## src/include/usb_ctrl_settings.svh

```systemverilog
`ifndef USB_CTRL_SETTINGS_SVH
`define USB_CTRL_SETTINGS_SVH

// bytes held in each spi buffer, one ep0 packet
`define USB_SPI_BUF_DEPTH 32

// descriptor rom, device descriptor first
`define USB_DESC_ROM_DEPTH 36
`define USB_DESC_CONFIG_BASE 18  // also the device descriptor length

`endif
```

## src/usb_ctrl_pkg.sv

```systemverilog
`default_nettype none

package usb_ctrl_pkg;

  //////////////////////////////
  // setup packet
  //////////////////////////////

  // one 8-byte setup packet, filled by byte index and read by field
  typedef union packed {
    logic [7:0][7:0] bytes;    // bytes[0] is the first byte on the wire
    struct packed {
      logic [15:0] length;     // wLength
      logic [15:0] index;      // wIndex
      logic [15:0] value;      // wValue
      logic [7:0]  request;    // bRequest
      logic [7:0]  req_type;   // bmRequestType
    } fields;
  } setup_pkt_u;

  typedef enum logic [2:0] {
    ctrl_idle,
    ctrl_setup,
    ctrl_data_in,
    ctrl_data_out,
    ctrl_status_in,
    ctrl_status_out
  } ctrl_state_e;

  //////////////////////////////
  // standard request codes
  //////////////////////////////
  localparam logic [7:0] req_set_address       = 8'h05;
  localparam logic [7:0] req_get_descriptor    = 8'h06;
  localparam logic [7:0] req_set_configuration = 8'h09;

  // descriptor types, high byte of wValue
  localparam logic [7:0] desc_device    = 8'h01;
  localparam logic [7:0] desc_config    = 8'h02;
  localparam logic [7:0] desc_qualifier = 8'h06;

endpackage

`default_nettype wire

```

## src/spi_xfer_if.sv

```systemverilog
`timescale 1ns/100ps
`default_nettype none
`include "usb_ctrl_settings.svh"

interface spi_xfer_if;
  logic                                      start;      // pulse, new vendor out
  logic [$clog2(`USB_SPI_BUF_DEPTH + 1)-1:0] length;     // bytes expected
  logic                                      keep_open;  // hold csn low when done
  logic                                      wr_en;      // append to out buffer
  logic [7:0]                                wr_data;
  logic [$clog2(`USB_SPI_BUF_DEPTH)-1:0]     rd_addr;    // in buffer read index
  logic [7:0]                                rd_data;
  logic                                      busy;       // bytes still to shift

  modport ctrl (
    output start, length, keep_open, wr_en, wr_data, rd_addr,
    input  rd_data, busy
  );

  modport bridge (
    input  start, length, keep_open, wr_en, wr_data, rd_addr,
    output rd_data, busy
  );
endinterface

`default_nettype wire

```

## src/ctrl_req_if.sv

```systemverilog
`timescale 1ns/100ps
`default_nettype none

interface ctrl_req_if;
  logic                     setup_done;  // pulse, setup packet complete
  usb_ctrl_pkg::setup_pkt_u setup;       // held until next setup
  logic                     data_valid;  // non-setup out byte
  logic [7:0]               data;
  logic                     pkt_end;     // pulse, out data packet complete

  modport capture (
    output setup_done, setup, data_valid, data, pkt_end
  );

  modport ctrl (
    input setup_done, setup, data_valid, data, pkt_end
  );
endinterface

`default_nettype wire

```

## src/usb_spi_ctrl_ep.sv

```systemverilog
`timescale 1ns/100ps
`default_nettype none

module usb_spi_ctrl_ep (
  input  wire        clk,
  input  wire        reset,
  output wire  [6:0] dev_addr,

  // spi chip
  input  wire        spi_miso,
  output wire        spi_mosi,
  output wire        spi_clk,
  output wire        spi_csn,

  // out endpoint
  output wire        out_ep_req,
  input  wire        out_ep_grant,
  input  wire        out_ep_data_avail,
  input  wire        out_ep_setup,
  output wire        out_ep_data_get,
  input  wire  [7:0] out_ep_data,
  output wire        out_ep_stall,
  input  wire        out_ep_acked,

  // in endpoint
  output wire        in_ep_req,
  input  wire        in_ep_grant,
  input  wire        in_ep_data_free,
  output wire        in_ep_data_put,
  output wire  [7:0] in_ep_data,
  output wire        in_ep_data_done,
  output wire        in_ep_stall,
  input  wire        in_ep_acked
);

  ctrl_req_if req_bus ();
  spi_xfer_if spi_bus ();

  //////////////////////////////
  // stage 1, setup capture
  //////////////////////////////
  setup_capture u_setup_capture (
    .clk(clk), .reset(reset),
    .out_ep_data_avail(out_ep_data_avail), .out_ep_grant(out_ep_grant),
    .out_ep_setup(out_ep_setup), .out_ep_data(out_ep_data),
    .out_ep_req(out_ep_req), .out_ep_data_get(out_ep_data_get),
    .req(req_bus.capture)
  );

  //////////////////////////////
  // stage 2, transfer control
  //////////////////////////////
  ctrl_xfer_fsm u_ctrl_xfer_fsm (
    .clk(clk), .reset(reset),
    .req(req_bus.ctrl), .spi(spi_bus.ctrl),
    .in_ep_grant(in_ep_grant), .in_ep_data_free(in_ep_data_free),
    .in_ep_acked(in_ep_acked), .out_ep_acked(out_ep_acked),
    .in_ep_req(in_ep_req), .in_ep_data_put(in_ep_data_put),
    .in_ep_data(in_ep_data), .in_ep_data_done(in_ep_data_done),
    .in_ep_stall(in_ep_stall), .out_ep_stall(out_ep_stall),
    .dev_addr(dev_addr)
  );

  //////////////////////////////
  // stage 3, spi bridge
  //////////////////////////////
  spi_bridge u_spi_bridge (
    .clk(clk), .reset(reset),
    .spi(spi_bus.bridge),
    .spi_miso(spi_miso), .spi_mosi(spi_mosi),
    .spi_clk(spi_clk), .spi_csn(spi_csn)
  );

endmodule

`default_nettype wire

```

## src/spi_bridge.sv

```systemverilog
`timescale 1ns/100ps
`default_nettype none
`include "usb_ctrl_settings.svh"

module spi_bridge (
  input  wire        clk,
  input  wire        reset,
  spi_xfer_if.bridge spi,
  input  wire        spi_miso,
  output logic       spi_mosi,
  output logic       spi_clk,
  output logic       spi_csn
);

  localparam int cnt_w  = $clog2(`USB_SPI_BUF_DEPTH + 1);
  localparam int buf_aw = $clog2(`USB_SPI_BUF_DEPTH);

  logic [7:0]       out_buf [`USB_SPI_BUF_DEPTH];
  logic [7:0]       in_buf  [`USB_SPI_BUF_DEPTH];
  logic [cnt_w-1:0] wr_ptr;    // bytes received from usb
  logic [cnt_w-1:0] done_cnt;  // bytes fully shifted
  logic [cnt_w-1:0] len_q;
  logic             keep_q;
  logic             active;    // shifting a byte
  logic [3:0]       half;      // spi_clk half period
  logic [7:0]       mosi_byte;
  logic [7:0]       miso_byte;

  wire [7:0] miso_next    = {miso_byte[6:0], spi_miso}; // msb arrives first
  wire       byte_waiting = done_cnt != wr_ptr;
  wire       wr_take      = spi.wr_en & (wr_ptr < len_q);

  assign spi_mosi    = mosi_byte[7];
  assign spi.rd_data = in_buf[spi.rd_addr];
  assign spi.busy    = byte_waiting;

  //////////////////////////////
  // counters and pins
  //////////////////////////////
  always_ff @(posedge clk) begin
    if (reset) begin
      wr_ptr   <= '0;
      done_cnt <= '0;
      len_q    <= '0;
      keep_q   <= 1'b0;
      active   <= 1'b0;
      half     <= '0;
      spi_clk  <= 1'b1;
      spi_csn  <= 1'b1;
    end else if (spi.start) begin
      wr_ptr   <= '0;
      done_cnt <= '0;
      len_q    <= spi.length;
      keep_q   <= spi.keep_open;
      active   <= 1'b0;
      spi_clk  <= 1'b1;
      spi_csn  <= 1'b0; // select chip for the whole request
    end else begin
      if (wr_take) wr_ptr <= wr_ptr + cnt_w'(1);
      if (active) begin
        half    <= half + 4'd1;
        spi_clk <= half[0]; // even half falls, odd half rises
        if (half == 4'd15) begin
          active   <= 1'b0;
          done_cnt <= done_cnt + cnt_w'(1);
        end
      end else if (byte_waiting) begin
        active <= 1'b1; // one skip cycle before the first edge
        half   <= '0;
      end else if (done_cnt == len_q && !keep_q) begin
        spi_csn <= 1'b1;
        spi_clk <= 1'b1;
      end
    end
  end

  //////////////////////////////
  // shift registers and buffers
  //////////////////////////////
  always_ff @(posedge clk) begin
    if (wr_take) out_buf[wr_ptr[buf_aw-1:0]] <= spi.wr_data;
    if (active && !half[0]) begin
      // falling edge, present next mosi bit
      mosi_byte <= (half == 4'd0) ? out_buf[done_cnt[buf_aw-1:0]] : {mosi_byte[6:0], 1'b0};
    end
    if (active && half[0]) begin
      miso_byte <= miso_next; // rising edge sample
      if (half == 4'd15) in_buf[done_cnt[buf_aw-1:0]] <= miso_next;
    end
  end

endmodule

`default_nettype wire

```

## src/ctrl_xfer_fsm.sv

```systemverilog
`timescale 1ns/100ps
`default_nettype none
`include "usb_ctrl_settings.svh"

module ctrl_xfer_fsm (
  input  wire        clk,
  input  wire        reset,
  ctrl_req_if.ctrl   req,
  spi_xfer_if.ctrl   spi,
  input  wire        in_ep_grant,
  input  wire        in_ep_data_free,
  input  wire        in_ep_acked,
  input  wire        out_ep_acked,
  output logic       in_ep_req,
  output logic       in_ep_data_put,
  output logic [7:0] in_ep_data,
  output logic       in_ep_data_done,
  output logic       in_ep_stall,
  output logic       out_ep_stall,
  output logic [6:0] dev_addr
);

  localparam int cnt_w  = $clog2(`USB_SPI_BUF_DEPTH + 1);
  localparam int buf_aw = $clog2(`USB_SPI_BUF_DEPTH);
  localparam int rom_aw = $clog2(`USB_DESC_ROM_DEPTH);

  localparam logic [7:0] desc_rom [`USB_DESC_ROM_DEPTH] = '{
    8'd18, 8'h01, 8'h00, 8'h02,  // device descriptor, usb 2.0
    8'hff, 8'h00, 8'h00, 8'd32,  // vendor class, ep0 packet 32
    8'hc0, 8'h16, 8'hdc, 8'h05,  // vendor and product id
    8'h01, 8'h00, 8'h00, 8'h00,  // release 0.01, no strings
    8'h00, 8'h01,                // one configuration
    8'd9,  8'h02, 8'd18, 8'h00,  // config descriptor, total 18
    8'h01, 8'h01, 8'h00, 8'hc0,  // one interface, self powered
    8'd250,                      // 500 mA
    8'd9,  8'h04, 8'h00, 8'h00,  // interface 0, ep0 only
    8'h00, 8'h00, 8'h00, 8'h00, 8'h00
  };

  usb_ctrl_pkg::ctrl_state_e state, state_next;
  logic [rom_aw-1:0] rom_base, desc_base;
  logic [cnt_w-1:0]  xfer_len, desc_len;
  logic [cnt_w-1:0]  sent;          // bytes handed to the in endpoint
  logic              desc_stall;
  logic              use_buf;       // in data comes from spi read-back
  logic              spi_wr_ok;     // vendor out data goes to the bridge
  logic              zlp_pending;
  logic              addr_pending;
  logic [6:0]        new_addr;
  logic              start_q;

  wire [7:0]  req_type = req.setup.fields.req_type;
  wire [7:0]  request  = req.setup.fields.request;
  wire [15:0] w_value  = req.setup.fields.value;
  wire [15:0] w_length = req.setup.fields.length;

  wire is_vendor   = req_type[6:5] != 2'd0;
  wire dir_in      = req_type[7];
  wire has_data    = w_length != 16'd0;
  wire vendor_out  = is_vendor & has_data & ~dir_in;
  wire is_set_addr = ~is_vendor & (request == usb_ctrl_pkg::req_set_address);

  wire byte_move     = in_ep_data_put & in_ep_grant;
  wire last_move     = byte_move & ((sent + cnt_w'(1)) == xfer_len);
  wire send_zlp      = zlp_pending & ~spi.busy; // wait for spi to drain
  wire status_in_end = (state == usb_ctrl_pkg::ctrl_status_in) & in_ep_acked;
  wire [rom_aw-1:0] rom_addr = rom_base + rom_aw'(sent);

  assign in_ep_req      = (state == usb_ctrl_pkg::ctrl_data_in) && (sent != xfer_len);
  assign in_ep_data_put = in_ep_req & in_ep_data_free;
  assign in_ep_data     = use_buf ? spi.rd_data : desc_rom[rom_addr];
  assign out_ep_stall   = in_ep_stall; // stall covers the whole control pipe

  assign spi.start     = start_q;
  assign spi.length    = xfer_len;
  assign spi.keep_open = w_value[0];
  assign spi.wr_en     = spi_wr_ok & (state == usb_ctrl_pkg::ctrl_data_out) & req.data_valid;
  assign spi.wr_data   = req.data;
  assign spi.rd_addr   = sent[buf_aw-1:0];

  //////////////////////////////
  // request decode
  //////////////////////////////
  always_comb begin
    desc_base  = '0;
    desc_len   = '0;
    desc_stall = 1'b0;
    if (is_vendor) begin
      desc_len = cnt_w'(`USB_SPI_BUF_DEPTH);
    end else if (request == usb_ctrl_pkg::req_get_descriptor) begin
      case (w_value[15:8])
        usb_ctrl_pkg::desc_device: desc_len = cnt_w'(`USB_DESC_CONFIG_BASE);
        usb_ctrl_pkg::desc_config: begin
          desc_base = rom_aw'(`USB_DESC_CONFIG_BASE);
          desc_len  = cnt_w'(`USB_DESC_ROM_DEPTH - `USB_DESC_CONFIG_BASE);
        end
        usb_ctrl_pkg::desc_qualifier: desc_stall = 1'b1; // full speed only
        default: desc_stall = 1'b1;                      // no string descriptors
      endcase
    end else if (request == usb_ctrl_pkg::req_set_configuration) begin
      desc_stall = w_value[7:0] > 8'd1; // only configuration 1 exists
    end
  end

  //////////////////////////////
  // transfer state machine
  //////////////////////////////
  always_comb begin
    state_next = state;
    case (state)
      usb_ctrl_pkg::ctrl_setup: begin
        if (desc_stall) state_next = usb_ctrl_pkg::ctrl_idle;
        else if (has_data && dir_in) state_next = usb_ctrl_pkg::ctrl_data_in;
        else if (has_data) state_next = usb_ctrl_pkg::ctrl_data_out;
        else state_next = usb_ctrl_pkg::ctrl_status_in;
      end
      usb_ctrl_pkg::ctrl_data_in: begin
        if (in_ep_acked && sent == xfer_len) state_next = usb_ctrl_pkg::ctrl_status_out;
      end
      usb_ctrl_pkg::ctrl_data_out: begin
        if (req.pkt_end) state_next = usb_ctrl_pkg::ctrl_status_in;
      end
      usb_ctrl_pkg::ctrl_status_in: begin
        if (in_ep_acked) state_next = usb_ctrl_pkg::ctrl_idle;
      end
      usb_ctrl_pkg::ctrl_status_out: begin
        if (out_ep_acked) state_next = usb_ctrl_pkg::ctrl_idle;
      end
      default: state_next = usb_ctrl_pkg::ctrl_idle;
    endcase
    if (req.setup_done) state_next = usb_ctrl_pkg::ctrl_setup; // setup always restarts
  end

  always_ff @(posedge clk) begin
    if (reset) begin
      state           <= usb_ctrl_pkg::ctrl_idle;
      rom_base        <= '0;
      xfer_len        <= '0;
      sent            <= '0;
      use_buf         <= 1'b0;
      spi_wr_ok       <= 1'b0;
      zlp_pending     <= 1'b0;
      addr_pending    <= 1'b0;
      start_q         <= 1'b0;
      in_ep_stall     <= 1'b0;
      in_ep_data_done <= 1'b0;
      dev_addr        <= '0;
    end else begin
      state           <= state_next;
      start_q         <= 1'b0;
      in_ep_data_done <= send_zlp | last_move;
      if (byte_move) sent <= sent + cnt_w'(1);
      if (send_zlp) zlp_pending <= 1'b0;
      if (req.setup_done) in_ep_stall <= 1'b0;
      if (state == usb_ctrl_pkg::ctrl_setup) begin
        rom_base     <= desc_base;
        xfer_len     <= (w_length < 16'(desc_len)) ? w_length[cnt_w-1:0] : desc_len;
        sent         <= '0;
        use_buf      <= is_vendor;
        spi_wr_ok    <= vendor_out;
        start_q      <= vendor_out;
        in_ep_stall  <= desc_stall;
        zlp_pending  <= ~desc_stall & (~has_data | (dir_in & (desc_len == '0)));
        addr_pending <= is_set_addr;
      end
      if (state == usb_ctrl_pkg::ctrl_data_out && req.pkt_end) zlp_pending <= 1'b1;
      if (status_in_end && addr_pending) begin
        dev_addr     <= new_addr; // status went out on the old address
        addr_pending <= 1'b0;
      end
    end
  end

  always_ff @(posedge clk) begin
    if (state == usb_ctrl_pkg::ctrl_setup) new_addr <= w_value[6:0];
  end

endmodule

`default_nettype wire

```

## src/setup_capture.sv

```systemverilog
`timescale 1ns/100ps
`default_nettype none

module setup_capture (
  input  wire        clk,
  input  wire        reset,
  input  wire        out_ep_data_avail,
  input  wire        out_ep_grant,
  input  wire        out_ep_setup,
  input  wire  [7:0] out_ep_data,
  output logic       out_ep_req,
  output logic       out_ep_data_get,
  ctrl_req_if.capture req
);

  logic                     avail_q;
  logic                     byte_valid;  // out_ep_data holds a byte this cycle
  logic                     is_setup;    // current packet is a setup packet
  logic [2:0]               byte_idx;
  usb_ctrl_pkg::setup_pkt_u setup_q;

  wire pkt_start = out_ep_data_avail & ~avail_q;
  wire pkt_fall  = ~out_ep_data_avail & avail_q;

  // take every byte the endpoint offers
  assign out_ep_req      = out_ep_data_avail;
  assign out_ep_data_get = out_ep_data_avail;

  assign req.setup      = setup_q;
  assign req.data       = out_ep_data;
  assign req.data_valid = byte_valid & ~is_setup;

  always_ff @(posedge clk) begin
    if (reset) begin
      avail_q        <= 1'b0;
      byte_valid     <= 1'b0;
      is_setup       <= 1'b0;
      byte_idx       <= '0;
      req.setup_done <= 1'b0;
      req.pkt_end    <= 1'b0;
    end else begin
      avail_q        <= out_ep_data_avail;
      byte_valid     <= out_ep_data_avail & out_ep_grant;
      req.setup_done <= pkt_fall & is_setup;
      req.pkt_end    <= pkt_fall & ~is_setup;
      if (pkt_start) begin
        is_setup <= out_ep_setup;
        if (out_ep_setup) begin
          byte_idx <= '0; // restart at bmRequestType
        end
      end else if (byte_valid && is_setup) begin
        byte_idx <= byte_idx + 3'd1;
      end
    end
  end

  always_ff @(posedge clk) begin
    if (byte_valid && is_setup) begin
      setup_q.bytes[byte_idx] <= out_ep_data;
    end
  end

endmodule

`default_nettype wire

```

## config.mk

```make
export PLATFORM = sky130hd
export DESIGN_NAME = usb_spi_ctrl_ep
export DESIGN_NICKNAME = d
export VERILOG_FILES = /design/src/usb_ctrl_pkg.sv /design/src/spi_xfer_if.sv /design/src/ctrl_req_if.sv /design/src/usb_spi_ctrl_ep.sv /design/src/spi_bridge.sv /design/src/ctrl_xfer_fsm.sv /design/src/setup_capture.sv
export VERILOG_INCLUDE_DIRS = /design/src /design/src/include
export SDC_FILE = /design/constraint.sdc
export NUM_CORES = 1
export LEC_CHECK = 0
export CAP_MARGIN = 10
export CORE_ASPECT_RATIO = 0.75
export CORE_MARGIN = 3
export CORE_UTILIZATION = 63
export CTS_BUF_LIST = sky130_fd_sc_hd__clkbuf_16
export CTS_CLUSTER_SIZE = 16
export DETAILED_ROUTE_END_ITERATION = 6
export DONT_BUFFER_PORTS = 1
export PLACE_DENSITY_LB_ADDON = 0.12
export SLEW_MARGIN = 20
export SYNTH_ARGS = -nofsm -noshare
export SYNTH_HDL_FRONTEND = slang
export SYNTH_SLANG_ARGS = --single-unit
```

## constraint.sdc

```tcl
create_clock -name clk -period 2.7 [get_ports clk]
set_input_delay 0.405 -clock clk [delete_from_list [all_inputs] [get_ports clk]]
set_output_delay 0.405 -clock clk [all_outputs]
set_load 0.005 [all_outputs]
```

==> results.cfg <==
[die]
die_x_um = 239.2
num_rows = 63
die_area_mm2 = 0.04327
initial_core_util = 0.6441
die_h_um = 180.9
top_level_ports = 43
core_mm2 = 0.03989

[logic_synthesis]
netlist_top_cells_count = edfxtp_1 (577), nor2_1 (138), mux4_2 (130)
synth_top_area_cell = edfxtp_1
synth_fa_ha_area_frac = 0.01266
synth_edf_count = 577
yosys.area_share.xor_xnor = 0.01398
synthSimpleGateAreaFrac = 0.06019
synthCells = 1436
synth.cell_area_mm2 = 0.02569
syn_avg_cell_area_um2 = 17.89
synth_area_leaders = edfxtp_1 (67%), mux4_2 (11%), dfxtp_1 (5.8%)
synth-compound-area-share = 0.03662
synth_most_common_cell = edfxtp_1
synth_top_cell_area_share = 0.6744
synth_ff_type = edfxtp_1
synth_mux_area_frac = 0.1300
synth_seq_cells = 651
synth_top_family_by_area = multiplexers
ys_warn_count = 0
yosys.cell_types.count = 64
synth.yosys.seq_area_share = 0.7321
postSynth.asyncResetShare = 0
synth_fp_nets = 1480

[detailed_routing]
drt-vias-per-instance = 6.505
final_antenna_net_count = 0
wl_mm = 57.49
drtIter0Drc = 1743
first_pass_iters = 5
drc = 0
vias = 14018
post_drt_wl_per_cell_um = 26.68

[clock_network]
clk_pin_slew_worst_paths_ns = 0.06
cts_tree = done
cts_made_buffers = 58
cts.sinks = 651
ctsRootBufferMaster = clkbuf_16
h-tree-depth = 2
max-clock-path-buffers = 3
clock_latency_ns = 0.61

[critical_path]
crit_arrival_ns = 2.60
cp_cell_sequence = buf_12, buf_12, mux4_2, mux2i_1, a311oi_2, a32o_2
cp_data_required_time_ns = 2.30
path_max_fanout = 7
crit_path_end_kind = output port
critPathLaunchType = register
path_class = register to output port
slowest_stage = mux4_2
cpMostUsedCell = buf_12
cpPeakStageDelay_ns = 0.54

[placed_design]
dp_slack_ns = 0.07378
gp_congestion = 0.8736
port_buffers = 0
dp_hpwl_mm = 35.52

[global_routing]
grt_pass1_wl_mm = 86.07
overflow = 0
gr-usage-all-layers = 0.2692
grt_max_degree = 65
antenna_found_initial = 4
grt_pass1_vias = 13743

[power_and_ir_drop]
power.density_mw_per_mm2 = 630.2
total_power_uw = 18680
leakage_uw = 0.009611
ir_drop_uv = 547.9

[layout]
layout-drive-gt1-share = 0.2681
nNetsFinal = 1631
synthToLayoutAreaGrowth_pct = 15.40
n_fill_cell = 2297

[sta]
setup_viol = 8
final.min_clock_period_ns = 3.001
final_hold_viol_count = 0
fin_skew_ns = 0.02298
tightest_slew_ns = 0.9059
post-route-period-util = 1.111
rsz0062_at_grt = true
timing.fmax_ghz = 0.3333
timing.final.ws_setup_ns = -0.3006
slew_headroom = 0.3960
report.final.slew_viol_count = 0

[job]
cap_violations = 0

[hold_path]
hp-class = input pin to register

[status]
status = finished with violations
violations = negative setup slack
==> path summary, 6_finish.rpt <==
path,start,end,slack [ns],depth (start not counted)
worst max-delay path,register,in_ep_data[3],-0.30,6
worst min-delay path,reset,u_ctrl_xfer_fsm.in_ep_data_done$_SDFF_PP0_,0.04,3
worst max register to register,u_spi_bridge.len_q[5]$_SDFFE_PP0P_,u_spi_bridge.out_buf[30][1]$_DFFE_PP_,0.16,9
worst min register to register,u_setup_capture.req.setup[17]$_DFFE_PP_,u_ctrl_xfer_fsm.new_addr[1]$_DFFE_PP_,0.44,0
==> worst max-delay path: cells and delay by family, from the launching register on <==
family	cells	cell delay, ns
compound gates	2	0.54
buf+inv	2	0.28
flops	1	0.35
mux	2	0.81
==> through the flow <==
stage	util	area, um2	setup TNS, ns	std cells	hold slack [ns]
2_1_floorplan	-	25690	0	1436	0.4169
3_3_place_gp	0.6808	27150	0	2020	0.4213
3_5_place_dp	0.6808	27150	0	2020	0.4297
4_1_cts	0.7376	29420	-2.397	2147	0.01160
5_1_grt	0.7433	29650	-2.506	2155	0.03441
6_report	0.7433	29650	-1.994	2155	0.03894
==> final cells by class <==
class,instances,area [um2],area share
flip-flops and latches,651,18820,0.6348
multi-input cells,694,6805,0.2295
repair buffers,158,1518,0.05119
clock buffers,60,1501,0.05064
well taps,520,650.6,0.02194
clock inverters,47,260.3,0.008778
inverters,24,90.09,0.003038
diodes,1,2.502,0.00008440
==> cell usage in the layout, fill, tap and decap left out, drive strengths merged, types with 11 or more instances in the layout <==
cell	instances
edfxtp	577
buf	155
nor2	138
mux4	130
dfxtp	74
clkbuf	61
nand2	52
inv	46
o22ai	43
mux2i	31
xor2	26
ha	26
a21oi	24
clkinv	23
nand3	22
nor4	17
nor3	15
xnor2	15
o21ai	14
nand3b	11
==> flip-flops by register name, summed over array words and instances (netlist names), 7 cells and up, named ones only <==
signal,flops
u_spi_bridge.in_buf,256
u_spi_bridge.mosi_byte,8
u_setup_capture.req.setup,43
u_ctrl_xfer_fsm.dev_addr,7
u_ctrl_xfer_fsm.new_addr,7
u_spi_bridge.miso_byte,7
u_spi_bridge.out_buf,256
==> routing by layer <==
layer,global-route usage,up-vias,part of all wire
met5,0,-,0.00040
met4,0.06454,4,0.019
met3,0.07981,105,0.11
met2,0.3745,772,0.43
met1,0.4269,7069,0.43
li1,-,6068,-
==> power breakdown <==
part	switching (uW)	leakage, uW	internal (uW)
Clock	3460	0.000947	4190
Combinational	115	0.00288	39.5
Sequential	3.20	0.00578	10900
==> timing repair <==
item | 4_1_cts | 5_1_grt
cloned | 1 | 1
setup buffers | 11 | 8
gates resized for setup | 42 | 34
endpoints found under the setup margin | 8 | 13
hold buffers | 12 | 0
pin swaps | 11 | 9
endpoints found under the hold margin | 376 | 0
==> cells by family after synthesis <==
logic type | count (synthesis)
adders and majority gates | 26
and+or+nand+nor | 320
buffers and inverters | 91
DFF | 651
xor gates and xnor gates | 41
AOI/OAI and AO/OA | 137
muxes | 170
(Power assumes the default switching activity.)
